$ cat src/edm_pkg.sv
package edm_pkg;

    ////////////////////////////////////////
    // machining parameter width
    ////////////////////////////////////////

    // Ton, Toff, Ip, waveform slope and the current setpoint all share this width
    typedef logic [15:0] param_t;

    ////////////////////////////////////////
    // host request synchronizer
    ////////////////////////////////////////

    // flops per request level before the matching register reloads
    localparam int SYNC_STAGES = 3;

    ////////////////////////////////////////
    // pulse timer FSM
    ////////////////////////////////////////

    typedef enum logic [1:0]
    {
        TIMER_IDLE = 2'b00,
        // gate requested, counting the latched on-time
        TIMER_ON   = 2'b01,
        // gap recovery, counting the latched off-time
        TIMER_OFF  = 2'b10
    } timer_state_t;

endpackage

$ cat src/edm_param_if.sv
`timescale 1ns/100ps

interface edm_param_if;

    // run flag, set by start and cleared by stop
    logic            is_machine;

    // held machining parameters, in clk domain
    edm_pkg::param_t ton;
    edm_pkg::param_t toff;
    edm_pkg::param_t ip;
    // ramp slope, zero gives a rectangular pulse
    edm_pkg::param_t waveform;

    modport src
    (
        output is_machine,
        output ton,
        output toff,
        output ip,
        output waveform
    );

    modport sink
    (
        input is_machine,
        input ton,
        input toff,
        input ip,
        input waveform
    );

endinterface

$ cat src/parameter_generator.sv
`timescale 1ns/100ps

module parameter_generator
(
    input  logic            clk,
    input  logic            sys_rst_n,

    input  logic            machine_start_ack,
    input  logic            machine_stop_ack,
    input  logic            change_ton_ack,
    input  logic            change_toff_ack,
    input  logic            change_ip_ack,
    input  logic            change_waveform_ack,

    input  edm_pkg::param_t ton_data_async,
    input  edm_pkg::param_t toff_data_async,
    input  edm_pkg::param_t ip_data_async,
    input  edm_pkg::param_t waveform_data_async,

    edm_param_if.src        params
);

    // bit 5 start, bit 4 stop, then ton, toff, ip, waveform
    logic [5:0]                                req_async;
    logic [5:0][edm_pkg::SYNC_STAGES-1:0]      sync_q;
    logic [5:0]                                req_q;

    logic start_req;
    logic stop_req;
    logic ton_req;
    logic toff_req;
    logic ip_req;
    logic wave_req;

    assign req_async = {machine_start_ack, machine_stop_ack, change_ton_ack,
                        change_toff_ack, change_ip_ack, change_waveform_ack};

    assign {start_req, stop_req, ton_req, toff_req, ip_req, wave_req} = req_q;

    ////////////////////////////////////////
    // request synchronizers
    ////////////////////////////////////////

    // oldest stage is retimed once more so the reload lands SYNC_STAGES+1 edges
    // after the host level is first sampled
    always_ff @(posedge clk or negedge sys_rst_n)
    begin
        if (!sys_rst_n)
        begin
            sync_q <= '0;
            req_q  <= '0;
        end
        else
        begin
            for (int i = 0; i < 6; i++)
            begin
                sync_q[i] <= {sync_q[i][edm_pkg::SYNC_STAGES-2:0], req_async[i]};
                req_q[i]  <= sync_q[i][edm_pkg::SYNC_STAGES-1];
            end
        end
    end

    ////////////////////////////////////////
    // run flag and parameter registers
    ////////////////////////////////////////

    // start wins when both levels are up
    always_ff @(posedge clk or negedge sys_rst_n)
    begin
        if (!sys_rst_n)
            params.is_machine <= 1'b0;
        else if (start_req)
            params.is_machine <= 1'b1;
        else if (stop_req)
            params.is_machine <= 1'b0;
    end

    // host keeps data stable while its change level is up and 4 cycles after
    always_ff @(posedge clk or negedge sys_rst_n)
    begin
        if (!sys_rst_n)
        begin
            params.ton      <= '0;
            params.toff     <= '0;
            params.ip       <= '0;
            params.waveform <= '0;
        end
        else
        begin
            if (ton_req)
                params.ton <= ton_data_async;
            if (toff_req)
                params.toff <= toff_data_async;
            if (ip_req)
                params.ip <= ip_data_async;
            if (wave_req)
                params.waveform <= waveform_data_async;
        end
    end

    // run flag may only rise two edges after the oldest start stage was seen
    a_start_sync: assert property (@(posedge clk) disable iff (!sys_rst_n)
        $rose(params.is_machine) |-> $past(sync_q[5][edm_pkg::SYNC_STAGES-1], 2))
        else $error("is_machine rose without a synchronized start request");

endmodule

$ cat src/pulse_timer.sv
`timescale 1ns/100ps

module pulse_timer
(
    input  logic     clk,
    input  logic     sys_rst_n,

    edm_param_if.sink params,

    output logic     pulse_on,
    output logic     pulse_first
);

    edm_pkg::timer_state_t state;
    edm_pkg::timer_state_t state_next;
    edm_pkg::param_t       cnt;
    edm_pkg::param_t       cnt_next;
    edm_pkg::param_t       toff_q;
    logic                  period_end;
    logic                  period_start;

    ////////////////////////////////////////
    // next state
    ////////////////////////////////////////

    always_comb
    begin
        state_next   = state;
        cnt_next     = cnt;
        period_end   = 1'b0;
        period_start = 1'b0;

        case (state)
            edm_pkg::TIMER_IDLE:
                period_end = 1'b1;
            edm_pkg::TIMER_ON:
            begin
                if (cnt != '0)
                    cnt_next = cnt - edm_pkg::param_t'(1);
                else if (toff_q == '0)
                    period_end = 1'b1;
                else
                begin
                    state_next = edm_pkg::TIMER_OFF;
                    cnt_next   = toff_q - edm_pkg::param_t'(1);
                end
            end
            edm_pkg::TIMER_OFF:
            begin
                if (cnt != '0)
                    cnt_next = cnt - edm_pkg::param_t'(1);
                else
                    period_end = 1'b1;
            end
            default:
                state_next = edm_pkg::TIMER_IDLE;
        endcase

        // new period picks up the current Ton, a zero on-time parks in idle
        if (period_end)
        begin
            if (params.ton != '0)
            begin
                state_next   = edm_pkg::TIMER_ON;
                cnt_next     = params.ton - edm_pkg::param_t'(1);
                period_start = 1'b1;
            end
            else
                state_next = edm_pkg::TIMER_IDLE;
        end

        if (!params.is_machine)
        begin
            state_next   = edm_pkg::TIMER_IDLE;
            period_start = 1'b0;
        end
    end

    ////////////////////////////////////////
    // state and outputs
    ////////////////////////////////////////

    always_ff @(posedge clk or negedge sys_rst_n)
    begin
        if (!sys_rst_n)
        begin
            state       <= edm_pkg::TIMER_IDLE;
            cnt         <= '0;
            pulse_on    <= 1'b0;
            pulse_first <= 1'b0;
        end
        else
        begin
            state       <= state_next;
            cnt         <= cnt_next;
            pulse_on    <= (state_next == edm_pkg::TIMER_ON);
            pulse_first <= period_start;
        end
    end

    always_ff @(posedge clk)
    begin
        if (period_start)
            toff_q <= params.toff;
    end

    a_idle_quiet: assert property (@(posedge clk) disable iff (!sys_rst_n)
        (state == edm_pkg::TIMER_IDLE) |-> !pulse_on)
        else $error("pulse_on high while timer idle");

    // first on cycle follows idle, off, or the last on cycle of a zero-Toff period
    a_first_entry: assert property (@(posedge clk) disable iff (!sys_rst_n)
        pulse_first |-> pulse_on
            && ($past(state) != edm_pkg::TIMER_ON || $past(cnt) == '0))
        else $error("pulse_first outside on-phase entry");

    a_stop_drops: assert property (@(posedge clk) disable iff (!sys_rst_n)
        !params.is_machine |=> !pulse_on)
        else $error("pulse_on still high after run flag fell");

endmodule

$ cat src/discharge_driver.sv
`timescale 1ns/100ps

module discharge_driver
(
    input  logic            clk,
    input  logic            sys_rst_n,

    edm_param_if.sink       params,

    input  logic            pulse_on,
    input  logic            pulse_first,

    output logic            gate,
    output edm_pkg::param_t current
);

    edm_pkg::param_t ip_q;
    edm_pkg::param_t slope_q;
    edm_pkg::param_t ip_sel;
    edm_pkg::param_t slope_sel;
    edm_pkg::param_t base_sel;
    edm_pkg::param_t cur_next;

    // one ramp step, clamped at the peak current
    function automatic edm_pkg::param_t ramp_step
    (
        input edm_pkg::param_t base,
        input edm_pkg::param_t slope,
        input edm_pkg::param_t peak
    );
        logic [$bits(edm_pkg::param_t):0] sum;
        sum = {1'b0, base} + {1'b0, slope};
        if (slope == '0)
            return peak;
        else if (sum > {1'b0, peak})
            return peak;
        else
            return edm_pkg::param_t'(sum);
    endfunction

    ////////////////////////////////////////
    // setpoint shaping
    ////////////////////////////////////////

    // first on cycle uses the live values, the latches catch up on the same edge
    always_comb
    begin
        ip_sel    = pulse_first ? params.ip : ip_q;
        slope_sel = pulse_first ? params.waveform : slope_q;
        base_sel  = pulse_first ? '0 : current;
        cur_next  = ramp_step(base_sel, slope_sel, ip_sel);
    end

    always_ff @(posedge clk)
    begin
        if (pulse_first)
        begin
            ip_q    <= params.ip;
            slope_q <= params.waveform;
        end
    end

    always_ff @(posedge clk or negedge sys_rst_n)
    begin
        if (!sys_rst_n)
        begin
            gate    <= 1'b0;
            current <= '0;
        end
        else
        begin
            gate    <= pulse_on;
            current <= pulse_on ? cur_next : '0;
        end
    end

    a_current_cap: assert property (@(posedge clk) disable iff (!sys_rst_n)
        gate |-> (current <= ip_q))
        else $error("current above latched Ip");

    a_gate_start: assert property (@(posedge clk) disable iff (!sys_rst_n)
        $rose(gate) |-> $past(pulse_first))
        else $error("gate rose without a pulse_first strobe");

endmodule

$ cat src/pulse_gen_top.sv
`timescale 1ns/100ps

module pulse_gen_top
(
    input  logic            clk,
    input  logic            sys_rst_n,

    input  logic            machine_start_ack,
    input  logic            machine_stop_ack,
    input  logic            change_ton_ack,
    input  logic            change_toff_ack,
    input  logic            change_ip_ack,
    input  logic            change_waveform_ack,

    input  edm_pkg::param_t ton_data_async,
    input  edm_pkg::param_t toff_data_async,
    input  edm_pkg::param_t ip_data_async,
    input  edm_pkg::param_t waveform_data_async,

    output logic            is_machine,
    output logic            gate,
    output edm_pkg::param_t current
);

    logic pulse_on;
    logic pulse_first;

    edm_param_if u_params();

    assign is_machine = u_params.is_machine;

    parameter_generator u_param_gen
    (
        .clk                 (clk),
        .sys_rst_n           (sys_rst_n),
        .machine_start_ack   (machine_start_ack),
        .machine_stop_ack    (machine_stop_ack),
        .change_ton_ack      (change_ton_ack),
        .change_toff_ack     (change_toff_ack),
        .change_ip_ack       (change_ip_ack),
        .change_waveform_ack (change_waveform_ack),
        .ton_data_async      (ton_data_async),
        .toff_data_async     (toff_data_async),
        .ip_data_async       (ip_data_async),
        .waveform_data_async (waveform_data_async),
        .params              (u_params.src)
    );

    pulse_timer u_timer
    (
        .clk         (clk),
        .sys_rst_n   (sys_rst_n),
        .params      (u_params.sink),
        .pulse_on    (pulse_on),
        .pulse_first (pulse_first)
    );

    discharge_driver u_driver
    (
        .clk         (clk),
        .sys_rst_n   (sys_rst_n),
        .params      (u_params.sink),
        .pulse_on    (pulse_on),
        .pulse_first (pulse_first),
        .gate        (gate),
        .current     (current)
    );

endmodule

$ cat config.mk
export PLATFORM = sky130hd
export DESIGN_NAME = pulse_gen_top
export DESIGN_NICKNAME = d
export VERILOG_FILES = /design/src/edm_pkg.sv /design/src/edm_param_if.sv /design/src/parameter_generator.sv /design/src/pulse_timer.sv /design/src/discharge_driver.sv /design/src/pulse_gen_top.sv
export SDC_FILE = /design/constraint.sdc
export NUM_CORES = 1
export LEC_CHECK = 0
export BUFFER_PORTS_ARGS = -buffer_cell sky130_fd_sc_hd__clkbuf_2
export CAP_MARGIN = 10
export CORE_MARGIN = 2
export CORE_UTILIZATION = 45
export DETAILED_ROUTE_END_ITERATION = 10
export GPL_TIMING_DRIVEN = 0
export PLACE_DENSITY = 0.66
export RECOVER_POWER = 50
export SLEW_MARGIN = 20
export SYNTH_ARGS = -nofsm -noshare
export SYNTH_HDL_FRONTEND = slang
export SYNTH_SLANG_ARGS = --single-unit
export TNS_END_PERCENT = 50
$ cat constraint.sdc
create_clock -name clk -period 5.4 [get_ports clk]
set_input_delay 0.54 -clock clk [delete_from_list [all_inputs] [get_ports clk]]
set_output_delay 0.54 -clock clk [all_outputs]
set_load 0.1 [all_outputs]
==> Word-level counts from Yosys, hierarchy flattened <==
Cells that the tools add are included.
{ "word_totals": {"register_bits": 174, "in_bits": 72, "out_inout_bits": 18, "elab_cells": 63} }
{ "classes": {"add_sub_neg": 4, "n_lt_le_gt_ge": 1, "n_eq_ne": 3, "mux": 27, "reduce_logical": 7} }
{ "op_table": {"columns": ["op", "n"], "rows": [
  ["two-way mux 16 bit", 11],
  ["subtractor 16 x 1 -> 16 bit, second input constant", 3],
  ["logical NOT 16 bit", 2],
  ["one-hot mux 16 bit (2 select lines)", 1],
  ["nonzero test 16 bit", 2],
  ["adder 16 x 16 -> 17 bit", 1],
  ["greater-than comparator 17 x 16 -> 1 bit", 1],
  ["two-way mux 1 bit", 9],
  ["two-way mux 2 bit", 4],
  ["equality test 2 x 1 -> 1 bit, second input constant", 2],
  ["one-hot mux 2 bit (2 select lines)", 1],
  ["one-hot mux 1 bit (3 select lines)", 1],
  ["equality test 2 bit, second input constant", 1],
  ["logical NOT 2 bit", 1],
  ["nonzero test 2 bit", 1],
  ["OR reduction 2 bit", 1]
]} }

==> Logic depth before layout (Yosys ltp) <==
Gate-level depths: netlist of run 1.
{ "logic_depth": {"ltp_word": 7, "depth_mapped": 20, "depth_no_buf": 16} }

==> By module <==
From an unflattened synthesis of run 1, not the netlist that was laid out.
{ "hier_totals": {"cells_unflattened": 809, "hier_area_um2": 9389.0} }
{ "modules_own_cells": {"columns": ["module", "n_inst", "cells_per_inst", "area_each_um2", "seq_area_each_um2"], "rows": [
  ["discharge_driver", 1, 342, 3345.7, 1066.0],
  ["parameter_generator", 1, 163, 3234.4, 2227.1],
  ["pulse_timer", 1, 304, 2808.9, 980.9]
]} }

==> Worst setup path before layout of run 1 <==
Ideal clock, no wire load.
{ "synth_timing": {"kind": "reg2reg", "start": "register u_timer.pulse_first", "end": "register u_driver.current[0]", "setup_time_ns": 0.094, "arrival_ns": 5.099, "t_required_ns": 5.306, "slack_ns": 0.207, "path_stages_with_launch": 19, "path_buffers": 4, "period_less_slack_ns": 5.193, "cell_sequence": "dfrtp_1 -> buf_2 -> buf_1 -> clkbuf_1 -> mux2_2 -> ha_1 -> and4_1 -> and2_1 -> or4_1 -> o22ai_1 -> xnor2_1 -> ha_1 -> and3_1 -> nand4_1 -> or3_1 -> a2111oi_1 -> clkbuf_1 -> a31oi_1 -> a211oi_1"} }
{ "synth_via": {"elab_chain_len": 6, "elab_cells_between_ends": 9, "cone_classes": "add/sub: 1; order compare: 1; mux: 6; reduce/logical: 1"} }
{ "synth_rtl": {"columns": ["item", "line_no", "text"], "rows": [
  ["from (decl)", "pulse_timer.sv:11", "output logic pulse_first"],
  ["from (signal assigned)", "pulse_timer.sv:97", "pulse_first <= period_start;"],
  ["two-way mux 16 bit (*)", "discharge_driver.sv:49", "slope_sel = pulse_first ? params.waveform : slope_q;"],
  ["named net u_driver.slope_sel[7]", "discharge_driver.sv:20", "edm_pkg::param_t slope_sel;"],
  ["adder 16 x 16 -> 17 bit", "discharge_driver.sv:32", "sum = {1'b0, base} + {1'b0, slope};"],
  ["greater-than comparator 17 x 16 -> 1 bit", "discharge_driver.sv:35", "else if (sum > {1'b0, peak})"],
  ["two-way mux 16 bit", "discharge_driver.sv:35", null],
  ["two-way mux 16 bit (*)", "discharge_driver.sv:33", "if (slope == '0)"],
  ["two-way mux 16 bit (*)", "discharge_driver.sv:73", "current <= pulse_on ? cur_next : '0;"],
  ["to (signal assigned)", "discharge_driver.sv:73", null],
  ["to (decl)", "discharge_driver.sv:14", "output edm_pkg::param_t current"]
]} }
The timed path passes the listed nets; every way through them passes the cells marked *.
A chain may end at the register's enable or synchronous reset.

==> Worst setup path in the final report of run 1 <==
{ "layout_timing": {"start": "register u_timer.pulse_first", "end": "register u_driver.current[14]"} }
Same word-level chain as after synthesis.

==> implementation parameters, run 1 <==
Parameter                              Value

Status
  Status ... finished with violations
  Failing checks ... capacitance limit, slew limit

Timing
  Count of final hold-check violations ... 0
  Pins Over Slew Limit ... 129
  RSZ-0062 raised after global routing ... false
  Total Neg Setup Slack ... 0 ps
  Setup violations, final ... 0
  Max transition margin ... -1.032
  Time the final worst path needs with I/O delays and setup ... 5080 ps
  Post-route worst setup slack ... 319.9 ps
  Fmax achieved ... 0.1968 GHz
  Worst Clk Skew ... 13.31 ps
  Tcrit/Tclk final ... 0.9408
  Slew of the pin with the lowest slew margin ... 3048 ps

Place
  Number of I/O port buffers ... 89
  Post-placement setup slack ... -983.1 ps
  Routability congestion estimate from global placement ... 0.8959
  DP Wirelength ... 15310 um

Setup path
  Standard cell with the maximum stage delay on the critical path ... sky130_fd_sc_hd__or4_1
  Most used cell, CP ... sky130_fd_sc_hd__ha_1
  Reg2reg path depth ... 17
  CP Class ... flop to flop
  FF-to-FF setup slack ... 320 ps
  WP data required ... 5760 ps
  Crit path arrival time ... 5440 ps
  CP startpoint kind ... flop
  Maximum single-stage delay on the critical path ... 470 ps
  Origin of the critical flop-to-flop path ... u_timer.pulse_first$_DFF_PN0_
  Endpoint of the lowest-slack register-to-register path ... u_driver.current[14]$_DFF_PN0_
  Max FO, Critical Path ... 19
  Critical path endpoint category ... flop
  Beginning of the critical path ... u_timer.pulse_first$_DFF_PN0_
  Chain of cells forming the critical path ... buf_8, buf_4, mux2_2, ha_1, and4_1, and2_1, or4_1, o22ai_1, xnor2_1, ha_1, and3_1, nand4_1, or3_1, a2111o_1, buf_2, o31ai_1, o311a_1

Floorplanning
  Floorplan core area ... 19330 um^2
  Starting density of the core ... 0.4567
  Site Rows ... 51
  # IOs ... 90
  Y dimension of the die ... 144.1 um
  Width of the die ... 144.1 um
  Area of the die ... 20760 um^2

Final layout
  Share of the core filled with cells ... 0.5329
  Fillers ... 1743
  Fraction of final layout cells sized beyond drive strength 1 ... 0.2822
  Synthesis-to-layout area growth ... 16.68%
  # nets final ... 999
  Diode count ... 0

Yosys
  Cell variety after synth ... 82
  Number of enable flip-flop cells after synthesis ... 16
  Most numerous cell in the Yosys netlist ... sky130_fd_sc_hd__dfrtp_1
  Primary flip-flop cell chosen by synthesis mapping ... sky130_fd_sc_hd__dfrtp_1
  Flop and latch count out of synthesis ... 174
  Mapped Cells ... 778
  Ranking of synthesized cells by area ... sky130_fd_sc_hd__dfrtp_1 36%, sky130_fd_sc_hd__mux2_2 12%, sky130_fd_sc_hd__dfxtp_1 7.3%
  Yosys warns ... 0
  Synthesized area per cell ... 11.35 um^2
  Biggest area consumer among synthesized cells ... sky130_fd_sc_hd__dfrtp_1
  Synthesized area ... 8831 um^2
  Most frequent cells after synthesis ... 126 x sky130_fd_sc_hd__dfrtp_1, 93 x sky130_fd_sc_hd__mux2_2, 42 x sky130_fd_sc_hd__inv_1
  Synth top area share ... 0.3570
  Syn_nets ... 890
  Async SR Flop Fraction ... 0.7241
  Share of synthesized area occupied by flip-flops and latches ... 0.4840

Detailed routing
  ANT nets after route ... 0
  DR iter-0 viols ... 376
  Via count ... 6579
  Initial DRT Pass Iterations ... 5
  Post-DR wirelength/cell ... 17.55 um
  Per-cell via count in the routed design ... 5.647
  Drt total wl ... 20450 um
  DRC ... 0

Clock network
  Clk pin slew, worst setup/hold paths ... 80 ps
  Total clock sinks ... 174
  Insertion delay to the later sink of the worst-skew pair ... 440 ps
  Root Driver ... sky130_fd_sc_hd__clkbuf_16
  CTS H-tree depth ... 4
  Number of buffers inserted during clock tree synthesis ... 17
  Deepest clock path buffer count ... 2
  CTS tree ... built

Pwr
  Worst VDD drop ... 561.4 uV
  Ratio of total power to cell area ... 640.5 nW/um^2
  Total leakage power ... 4.418 nW

Worst hold path
  Destination of the worst hold path ... u_param_gen.sync_q[9]$_DFF_PN0_
  Cell count of the worst hold path ... 1
  Hold Crit Class ... primary input to flop
  Min-Delay Startpoint ... change_ton_ack

Global route
  Final global-route overflow total ... 0
  Largest net degree at the start of global routing ... 72
  Number of global-route vias before repair ... 6511
  First-pass GRT wire length ... 32920 um
  Initial antenna violation count ... 0
  Total track usage ... 0.2076

Flow run
  Max Cap Viol ... 2
[cells by family after synthesis]
| kind of cell | count (synthesis) | synth area share |
|---|---|---|
| DFF | 174 | 0.4840 |
| adders and majority gates | 40 | 0.05752 |
| muxes | 103 | 0.1299 |
| AOI/OAI and AO/OA | 157 | 0.1308 |
| xor gates and xnor gates | 34 | 0.03372 |
| buffers and inverters | 74 | 0.03698 |
| and+or+nand+nor | 196 | 0.1271 |
[per-stage QoR]
| stage | std cells | hold WS, ps | area [um^2] | power (mW) |
|---|---|---|---|---|
| final | 1165 | 200.8 | 10300 | 6.599 |
| after global routing | 1165 | 174.2 | 10300 | 7.070 |
| after CTS | 1164 | 71.98 | 10290 | 6.572 |
| after detailed placement | 1133 | 334.7 | 9647 | 5.243 |
| after global placement | 1132 | 331.8 | 9608 | 5.177 |
| after floorplan | 778 | 244.4 | 8831 | 4.421 |
[worst max-delay path: cells and delay by family, from the launching register on]
kind                       cells  cell delay (ps)
AOI/OAI and AO/OA              4             1080
xor gates and xnor gates       1              140
adders and majority gates      2              670
buffers and inverters          3              620
DFF                            1              400
muxes                          1              380
and+or+nand+nor                6             1700
[registers in the layout, indices dropped and copies added (netlist names), 2 cells and up]
register / flops
u_driver.current: 16
u_driver.ip_q: 16
u_driver.slope_q: 16
u_param_gen.params.ip: 16
u_param_gen.params.toff: 16
u_param_gen.params.ton: 16
u_param_gen.params.waveform: 16
u_param_gen.req_q: 6
u_param_gen.sync_q: 18
u_timer.cnt: 16
u_timer.state: 2
u_timer.toff_q: 16
[how the worst max path moves through the flow]
stage	slack, ps	end
6_report	320	u_driver.current[14]$_DFF_PN0_
2_1_floorplan	210	u_driver.current[0]$_DFF_PN0_
5_1_grt	80	u_driver.current[5]$_DFF_PN0_
3_5_place_dp	-980	u_driver.current[7]$_DFF_PN0_
3_3_place_gp	-990	u_driver.current[7]$_DFF_PN0_
4_1_cts	3	u_driver.current[7]$_DFF_PN0_
[final cells by class]
type,count,area (um^2),share of cell area
flip-flops and latches,174,4275,0.4149
multi-input cells,530,4267,0.4141
repair buffers,91,456.7,0.04432
clock buffers,17,425.4,0.04129
well taps,265,331.6,0.03218
clock inverters,15,206.4,0.02004
plain buffers,31,183.9,0.01785
inverters,42,157.7,0.01530
[placed cells by master (no fill, tap or decap), types with 10 or more instances in the layout]
cell                          n
sky130_fd_sc_hd__xnor2_1     19
sky130_fd_sc_hd__dfxtp_1     32
sky130_fd_sc_hd__clkbuf_16   17
sky130_fd_sc_hd__a31oi_1     19
sky130_fd_sc_hd__xor2_1      15
sky130_fd_sc_hd__nand3_1     16
sky130_fd_sc_hd__mux2_2      93
sky130_fd_sc_hd__nor2_1      23
sky130_fd_sc_hd__dfrtp_1    125
sky130_fd_sc_hd__mux2i_1     10
sky130_fd_sc_hd__inv_1       42
sky130_fd_sc_hd__nand2_1     21
sky130_fd_sc_hd__nor3_1      32
sky130_fd_sc_hd__clkbuf_2    90
sky130_fd_sc_hd__nor4_1      22
sky130_fd_sc_hd__o21ai_0     17
sky130_fd_sc_hd__clkbuf_1    16
sky130_fd_sc_hd__ha_1        39
sky130_fd_sc_hd__o21a_1      10
sky130_fd_sc_hd__a21oi_1     16
sky130_fd_sc_hd__edfxtp_1    16
sky130_fd_sc_hd__nor2b_1     20
[metal layers]
metal,up-vias,part of all wire,GRT usage
met5,-,0,0
met4,0,0.021,0.07276
met3,34,0.042,0.04570
met2,162,0.50,0.3476
met1,3239,0.43,0.2664
li1,3144,-,-
[what timing repair did]
action                     CTS  global route
hold buffers                 0             0
buffers inserted             0             1
resized for setup            6            14
setup endpoints to repair   16            16
gates cloned                 0             0
[where the power goes]
| group | internal [mW] | leakage [nW] | total (mW) | switching [mW] |
|---|---|---|---|---|
| Sequential | 1.68 | 1.93 | 1.91 | 0.236 |
| Clock | 0.675 | 0.302 | 1.28 | 0.608 |
| Combinational | 1.33 | 2.19 | 3.40 | 2.07 |
| Total | 3.69 | 4.42 | 6.60 | 2.91 |
No activity file was read; power rests on OpenSTA's default activity.
==> run 2: changes to the inputs <==
==> constraint.sdc (replaced) <==
create_clock -name clk -period 5.4 [get_ports clk]
set_input_delay 1.08 -clock clk [delete_from_list [all_inputs] [get_ports clk]]
set_output_delay 1.08 -clock clk [all_outputs]
set_load 0.1 [all_outputs]
==> implementation parameters, run 2 (synthesis gave the netlist of run 1 again) <==
Parameter                              Value

Status
  Status ... finished with violations
  Failing checks ... capacitance limit, slew limit

Floorplanning
  Site Rows ... 51 (unchanged)
  Y dimension of the die ... 144.1 um (unchanged)
  Floorplan core area ... 19330 um^2 (unchanged)
  Width of the die ... 144.1 um (unchanged)
  Starting density of the core ... 0.4567 (unchanged)
  # IOs ... 90 (unchanged)
  Area of the die ... 20760 um^2 (unchanged)

Place
  Number of placed instances, taps included ... 1133 (unchanged)
  Number of I/O port buffers ... 89 (unchanged)
  Routability congestion estimate from global placement ... 0.8959 (unchanged)
  DP Wirelength ... 15310 um (unchanged)

Setup path
  Beginning of the critical path ... u_timer.pulse_first$_DFF_PN0_
  Endpoint of the lowest-slack register-to-register path ... u_driver.current[14]$_DFF_PN0_
  Max FO, Critical Path ... 19 (unchanged)
  FF-to-FF setup slack ... 310 ps (about the same)
  WP data required ... 5760 ps (about the same)
  Crit path arrival time ... 5450 ps (about the same)
  Critical path endpoint category ... flop
  CP startpoint kind ... flop
  Origin of the critical flop-to-flop path ... u_timer.pulse_first$_DFF_PN0_
  Reg2reg path depth ... 17 (unchanged)
  CP Class ... flop to flop

Timing
  Time the final worst path needs with I/O delays and setup ... 5090 ps (+9.976 ps)
  Fmax achieved ... 0.1965 GHz (-0.20%)
  Max transition margin ... -1.128 (-0.09530)
  Worst Hold Slack ... 342.8 ps (+142.0 ps)
  Slew of the pin with the lowest slew margin ... 3191 ps (+143.0 ps)
  Worst Clk Skew ... 13.56 ps (+0.2456 ps)
  Pins Over Slew Limit ... 56 (-57%)
  Total Neg Setup Slack ... 0 ps (unchanged)
  Count of final hold-check violations ... 0 (unchanged)
  Setup violations, final ... 0 (unchanged)
  RSZ-0062 raised after global routing ... false
  Tcrit/Tclk final ... 0.9426 (+0.001847)

Pwr
  Total net switching power ... 2.910 mW (about the same)
  Clock Power Share ... 0.195 (about the same)
  Sequential Power Share ... 0.291 (about the same)
  Total leakage power ... 4.426 nW (+0.18%)
  Fraction of power consumed by combinational cells ... 0.515 (about the same)
  Internal power ... 3.669 mW (-0.50%)
  Ratio of total power to cell area ... 637.4 nW/um^2 (-0.49%)
  Switching share of total power ... 0.4423 (+0.001098)
  Worst VDD drop ... 560.7 uV (-0.13%)
  Sum of internal, switching and leakage power ... 6.579 mW (-0.30%)

Global route
  Total track usage ... 0.2076 (unchanged)
  Initial antenna violation count ... 0 (unchanged)
  Final global-route overflow total ... 0 (unchanged)
  Largest net degree at the start of global routing ... 72 (unchanged)
  Number of global-route vias before repair ... 6511 (unchanged)
  First-pass GRT wire length ... 32920 um (unchanged)

Detailed routing
  Via count ... 6599 (+0.30%)
  ANT nets after route ... 0 (unchanged)
  Post-DR wirelength/cell ... 17.53 um (-0.14%)
  Initial DRT Pass Iterations ... 5 (unchanged)
  DR iter-0 viols ... 375 (-0.27%)
  DRC ... 0 (unchanged)
  Drt total wl ... 20420 um (-0.14%)
  Per-cell via count in the routed design ... 5.664 (+0.30%)

Worst hold path
  Cell count of the worst hold path ... 0 (-1)
  Min-Delay Startpoint ... u_param_gen.sync_q[6]$_DFF_PN0_
  Destination of the worst hold path ... u_param_gen.sync_q[7]$_DFF_PN0_
  Hold Crit Class ... flop to flop

Clock network
  Clk pin slew, worst setup/hold paths ... 80 ps (about the same)
  Insertion delay to the later sink of the worst-skew pair ... 440 ps (about the same)
  Deepest clock path buffer count ... 2 (unchanged)
  CTS H-tree depth ... 4 (unchanged)
  CTS tree ... built
  Root Driver ... sky130_fd_sc_hd__clkbuf_16
  Number of buffers inserted during clock tree synthesis ... 17 (unchanged)
  Total clock sinks ... 174 (unchanged)
  Hold_buf cts ... 0 (unchanged)

Final layout
  Fillers ... 1743 (unchanged)
  Diode count ... 0 (unchanged)
  # nets final ... 999 (unchanged)
  Most common cell after layout, fill and taps aside ... sky130_fd_sc_hd__dfrtp_1
  Fraction of final layout cells sized beyond drive strength 1 ... 0.2656 (-0.01667)
  Non-filler instance count after layout ... 1165 (unchanged)
  Most frequent cells in the layout ... 125 x sky130_fd_sc_hd__dfrtp_1, 89 x sky130_fd_sc_hd__clkbuf_2, 79 x sky130_fd_sc_hd__mux2_2
  Flip-flop count of the largest register after layout ... 18 (unchanged)
  Synthesis-to-layout area growth ... 16.89%
  Most flop-heavy register ... u_param_gen.sync_q

Flow run
  Max Cap Viol ... 1 (-1)
[run 2: cell counts in the layout (fill, tap and decap cells not counted)]
No cell type changed its count.
[run 2: repair_timing]
item                       CTS  global route
setup endpoints to repair   16            16
resized for setup            6            14
setup buffers                0             1
cloned                       0             0
[run 2: area by class of cell]
class / instances / area (um^2) / share of cell area
flip-flops and latches: 174 / 4275 / 0.4142
multi-input cells: 530 / 4267 / 0.4133
repair buffers: 91 / 475.5 / 0.04606
clock buffers: 17 / 425.4 / 0.04121
well taps: 265 / 331.6 / 0.03212
clock inverters: 15 / 206.4 / 0.02000
plain buffers: 31 / 183.9 / 0.01782
inverters: 42 / 157.7 / 0.01527
[run 2: worst max path at each step]
| stage | to |
|---|---|
| final | u_driver.current[14]$_DFF_PN0_ |
| after floorplan | u_driver.current[0]$_DFF_PN0_ |
| after detailed placement | u_driver.current[7]$_DFF_PN0_ |
| after global routing | u_driver.current[5]$_DFF_PN0_ |
| after global placement | u_driver.current[7]$_DFF_PN0_ |
| after CTS | u_driver.current[7]$_DFF_PN0_ |
[run 2: power by group through the flow]
stage | logic, mW | registers [mW] | clock network, mW
after CTS | 3.34 | 1.92 | 1.32
after detailed placement | 3.30 | 1.94 | 0
final | 3.38 | 1.91 | 1.28
after global routing | 3.73 | 1.95 | 1.37
after floorplan | 2.26 | 2.16 | 0
after global placement | 3.24 | 1.93 | 0
[run 2: per-stage QoR]
| stage | area (um^2) | setup WS, ps | util |
|---|---|---|---|
| 2_1_floorplan | 8831 | 207.0 | - |
| 3_3_place_gp | 9608 | -989.9 | 0.4969 |
| 3_5_place_dp | 9647 | -983.1 | 0.4989 |
| 4_1_cts | 10290 | 3.114 | 0.5324 |
| 5_1_grt | 10320 | 52.46 | 0.5339 |
| 6_report | 10320 | 309.9 | 0.5339 |
[run 2: layer usage]
| metal | share of wire | global-route usage | wire (um) |
|---|---|---|---|
| met2 | 0.50 | 0.3476 | 10240 |
| met5 | 0 | 0 | 0 |
| met3 | 0.043 | 0.04570 | 875 |
| met4 | 0.020 | 0.07276 | 415 |
| met1 | 0.44 | 0.2664 | 8888 |
[run 2: critical path, stage by stage, from the launching register on]
cell	delay (ps)
sky130_fd_sc_hd__dfrtp_2	400
sky130_fd_sc_hd__buf_8	190
sky130_fd_sc_hd__buf_4	210
sky130_fd_sc_hd__mux2_1	390
sky130_fd_sc_hd__ha_1	370
sky130_fd_sc_hd__and4_1	250
sky130_fd_sc_hd__and2_1	180
sky130_fd_sc_hd__or4_1	470
sky130_fd_sc_hd__o22ai_1	150
sky130_fd_sc_hd__xnor2_1	140
sky130_fd_sc_hd__ha_1	310
sky130_fd_sc_hd__and3_1	180
sky130_fd_sc_hd__nand4_1	150
sky130_fd_sc_hd__or3_1	460
sky130_fd_sc_hd__a2111o_1	460
sky130_fd_sc_hd__buf_2	220
sky130_fd_sc_hd__o31ai_1	230
sky130_fd_sc_hd__o311a_1	250
==> run 3: changes to the inputs <==
--- a/config.mk
+++ b/config.mk
@@ -17,4 +17,5 @@
 export SYNTH_ARGS = -nofsm -noshare
 export SYNTH_HDL_FRONTEND = slang
+export SYNTH_HIERARCHICAL = 1
 export SYNTH_SLANG_ARGS = --single-unit
 export TNS_END_PERCENT = 50
==> constraint.sdc (replaced) <==
create_clock -name clk -period 5.4 [get_ports clk]
set_input_delay 1.08 -clock clk [delete_from_list [all_inputs] [get_ports clk]]
set_output_delay 1.08 -clock clk [all_outputs]
set_load 0.02 [all_outputs]
==> implementation parameters, run 3 <==
Parameter                              Value

Setup path
  WP data required ... 5760 ps (about the same)
  Origin of the critical flop-to-flop path ... u_timer/pulse_first$_DFF_PN0_
  End of the critical path ... u_driver/current[9]$_DFF_PN0_
  Beginning of the critical path ... u_timer/pulse_first$_DFF_PN0_
  Critical path endpoint category ... flop
  Reg2reg path depth ... 18 (+1)
  Endpoint of the lowest-slack register-to-register path ... u_driver/current[9]$_DFF_PN0_
  CP Class ... flop to flop
  Max FO, Critical Path ... 19 (unchanged)
  CP startpoint kind ... flop
  FF-to-FF setup slack ... 300 ps (about the same)
  Crit path arrival time ... 5460 ps (about the same)

Final layout
  Most flop-heavy register ... u_param_gen/sync_q
  Synthesis-to-layout area growth ... 12.75%
  Area of all placed cells without fillers ... 10590 um^2 (+2.6%)
  Flip-flop count of the largest register after layout ... 18 (unchanged)
  Non-filler instance count after layout ... 1201 (+3.1%)
  # nets final ... 1032 (+3.3%)
  Fraction of final layout cells sized beyond drive strength 1 ... 0.2419 (-0.02362)
  Most common cell after layout, fill and taps aside ... sky130_fd_sc_hd__dfrtp_1
  Most frequent cells in the layout ... 126 x sky130_fd_sc_hd__dfrtp_1, 86 x sky130_fd_sc_hd__clkbuf_2, 52 x sky130_fd_sc_hd__mux2_2

Timing
  Pins Over Slew Limit ... 63 (+13%)
  RSZ-0062 raised after global routing ... false
  Time the final worst path needs with I/O delays and setup ... 5105 ps (+14.74 ps)
  Worst Clk Skew ... 11.11 ps (-2.454 ps)
  Tcrit/Tclk final ... 0.9453 (+0.002730)
  Count of final hold-check violations ... 0 (unchanged)
  Setup violations, final ... 0 (unchanged)
  Fmax achieved ... 0.1959 GHz (-0.29%)
  Max transition margin ... -1.349 (-0.2210)
  Slew of the pin with the lowest slew margin ... 3523 ps (+331.5 ps)

Global route
  Initial antenna violation count ... 1 (+1)
  First-pass GRT wire length ... 34970 um (+6.2%)
  Final global-route overflow total ... 0 (unchanged)
  Largest net degree at the start of global routing ... 65 (-9.7%)
  Number of global-route vias before repair ... 6636 (+1.9%)
  Total track usage ... 0.2028 (-0.004825)

Yosys
  Cell variety after synth ... 84 (+2.4%)
  Mapped Cells ... 809 (+4.0%)
  Synthesized area ... 9389 um^2 (+6.3%)
  Number of enable flip-flop cells after synthesis ... 16 (unchanged)
  Primary flip-flop cell chosen by synthesis mapping ... sky130_fd_sc_hd__dfrtp_1
  Most frequent cells after synthesis ... 126 x sky130_fd_sc_hd__dfrtp_1, 55 x sky130_fd_sc_hd__mux2_2, 42 x sky130_fd_sc_hd__ha_1, 42 x sky130_fd_sc_hd__nor2_1, 40 x sky130_fd_sc_hd__mux2_4
  Share of synthesized area occupied by flip-flops and latches ... 0.4552 (-0.02877)
  Ranking of synthesized cells by area ... sky130_fd_sc_hd__dfrtp_1 34%, sky130_fd_sc_hd__dfxtp_1 6.8%, sky130_fd_sc_hd__mux2_2 6.6%
  Syn_nets ... 924 (+3.8%)
  Async SR Flop Fraction ... 0.7241 (unchanged)
  Most numerous cell in the Yosys netlist ... sky130_fd_sc_hd__dfrtp_1
  Flop and latch count out of synthesis ... 174 (unchanged)
  Synthesized area per cell ... 11.61 um^2 (+2.2%)
  Yosys warns ... 6 (+6)
  Biggest area consumer among synthesized cells ... sky130_fd_sc_hd__dfrtp_1
  Synth top area share ... 0.3358 (-0.02122)

Clock network
  Clk pin slew, worst setup/hold paths ... 70 ps (about the same)
  Insertion delay to the later sink of the worst-skew pair ... 430 ps (about the same)
  CTS tree ... built
  Deepest clock path buffer count ... 2 (unchanged)
  Root Driver ... sky130_fd_sc_hd__clkbuf_16
  CTS H-tree depth ... 4 (unchanged)
  Number of buffers inserted during clock tree synthesis ... 17 (unchanged)
  Count of buffers added by post-CTS timing repair for setup ... 0 (unchanged)
  Hold_buf cts ... 0 (unchanged)
  Total clock sinks ... 174 (unchanged)

Place
  Routability congestion estimate from global placement ... 0.9022 (+0.70%)
  DP Wirelength ... 15970 um (+4.3%)
  Placed cell areas ... 10210 um^2 (+5.8%)
  Number of I/O port buffers ... 89 (unchanged)
  Number of placed instances, taps included ... 1169 (+3.2%)

Floorplanning
  Width of the die ... 148.4 um (+3.0%)
  Starting density of the core ... 0.4610 (+0.004307)
  Y dimension of the die ... 148.4 um (+3.0%)
  Site Rows ... 52 (+2.0%)
  # IOs ... 90 (unchanged)
  Area of the die ... 22040 um^2 (+6.1%)
  Floorplan core area ... 20360 um^2 (+5.3%)

Status
  Failing checks ... capacitance limit, slew limit
  Status ... finished with violations

Detailed routing
  Initial DRT Pass Iterations ... 5 (unchanged)
  Per-cell via count in the routed design ... 5.625 (-0.69%)
  DR iter-0 viols ... 431 (+15%)
  Drt total wl ... 21390 um (+4.8%)
  Via count ... 6756 (+2.4%)
  DRC ... 0 (unchanged)
  ANT nets after route ... 0 (unchanged)
  Post-DR wirelength/cell ... 17.81 um (+1.6%)

Worst hold path
  Hold Crit Class ... flop to flop
  Cell count of the worst hold path ... 0 (unchanged)

Flow run
  Max Cap Viol ... 1 (unchanged)

Pwr
  Ratio of total power to cell area ... 634.3 nW/um^2 (-0.48%)
  Worst VDD drop ... 601.7 uV (+7.3%)
  Total leakage power ... 4.611 nW (+4.2%)
[run 3: changes by cell type after synthesis, sizes merged, moves of 7 or more]
cell and change:
buf +16, nor3 -11, clkbuf -7, a21oi +8, o211ai +7, o21ai +9
nor2 +17
[run 3: worst min path at each step]
stage | from | to | slack (ps)
final | u_param_gen/sync_q[7]$_DFF_PN0_ | u_param_gen/sync_q[8]$_DFF_PN0_ | 350
after global routing | u_param_gen/sync_q[14]$_DFF_PN0_ | u_param_gen/req_q[4]$_DFF_PN0_ | 350
after CTS | u_param_gen/sync_q[7]$_DFF_PN0_ | u_param_gen/sync_q[8]$_DFF_PN0_ | 350
after detailed placement | u_param_gen/sync_q[14]$_DFF_PN0_ | u_param_gen/req_q[4]$_DFF_PN0_ | 330
after global placement | u_param_gen/sync_q[3]$_DFF_PN0_ | u_param_gen/sync_q[4]$_DFF_PN0_ | 330
after floorplan | u_param_gen/sync_q[2]$_DFF_PN0_ | u_param_gen/req_q[0]$_DFF_PN0_ | 330
[run 3: layout make-up]
class / count / area (um^2)
Antenna cell: 1 / 2.502
Buffer: 41 / 269.0
Clock buffer: 21 / 461.7
Clock inverter: 11 / 126.4
Fill cell: 1840 / 9778
Inverter: 39 / 146.4
Multi-Input combinational cell: 554 / 4499
Sequential cell: 174 / 4274
Tap cell: 270 / 337.8
Timing Repair Buffer: 90 / 469.2
[run 3: per-layer routing]
layer / share of wire / GRT usage / vias to the layer above / wire (um)
met3: 0.043 / 0.03650 / 30 / 922
met4: 0.017 / 0.07571 / 0 / 363
met2: 0.48 / 0.3248 / 184 / 10260
met5: 0 / 0 / - / 0
li1: - / - / 3241 / -
met1: 0.46 / 0.2762 / 3301 / 9841
[run 3: logic make-up (layout without fill, tap and decap cells)]
logic type	Yosys count	after routing	share of synthesized area
AO/OA/AOI/OAI	160	160	0.1271
XOR/XNOR	38	38	0.03545
adder cells (fa/ha/maj)	43	43	0.05810
buffers and inverters	81	202	0.05357
flip-flops	174	174	0.4552
multiplexers	105	105	0.1406
other	0	1	0
AND/OR/NAND/NOR	208	208	0.1299
[run 3: critical path: stages (launching register included)]
cell and delay, ps:
sky130_fd_sc_hd__dfrtp_1 320, sky130_fd_sc_hd__buf_2 180, sky130_fd_sc_hd__clkbuf_4 320, sky130_fd_sc_hd__buf_2 320, sky130_fd_sc_hd__mux2_2 380, sky130_fd_sc_hd__ha_1 230
sky130_fd_sc_hd__or3_1 390, sky130_fd_sc_hd__buf_6 150, sky130_fd_sc_hd__o211a_1 240, sky130_fd_sc_hd__o31ai_1 380, sky130_fd_sc_hd__nor3_1 130, sky130_fd_sc_hd__ha_1 320
sky130_fd_sc_hd__a21o_1 190, sky130_fd_sc_hd__a21o_1 230, sky130_fd_sc_hd__mux2_2 320, sky130_fd_sc_hd__o41a_1 180, sky130_fd_sc_hd__clkbuf_8 210, sky130_fd_sc_hd__o31ai_1 300
sky130_fd_sc_hd__o311a_1 240
[run 3: where the power goes]
group,internal [mW],switching [mW]
combinational,1.50,2.04
clock,0.679,0.551
sequential,1.68,0.257
[run 3: what timing repair did]
item | in CTS | in global routing
hold endpoints to repair | 0 | 0
gates resized for setup | 2 | 1
setup endpoints to repair | 16 | 8
[run 3: metrics by stage]
| stage | TNS, ps | power, mW | util | hold WS, ps | setup slack [ps] |
|---|---|---|---|---|---|
| after floorplan | 0 | 4.591 | - | 331.2 | 512.3 |
| after global placement | -3250 | 5.408 | 0.4995 | 332.2 | -472.7 |
| after detailed placement | -3886 | 5.474 | 0.5014 | 334.7 | -486.7 |
| after CTS | 0 | 6.751 | 0.5304 | 350.3 | 226.2 |
| after global routing | 0 | 7.211 | 0.5198 | 354.5 | 4.821 |
| final | 0 | 6.715 | 0.5198 | 346.7 | 295.2 |
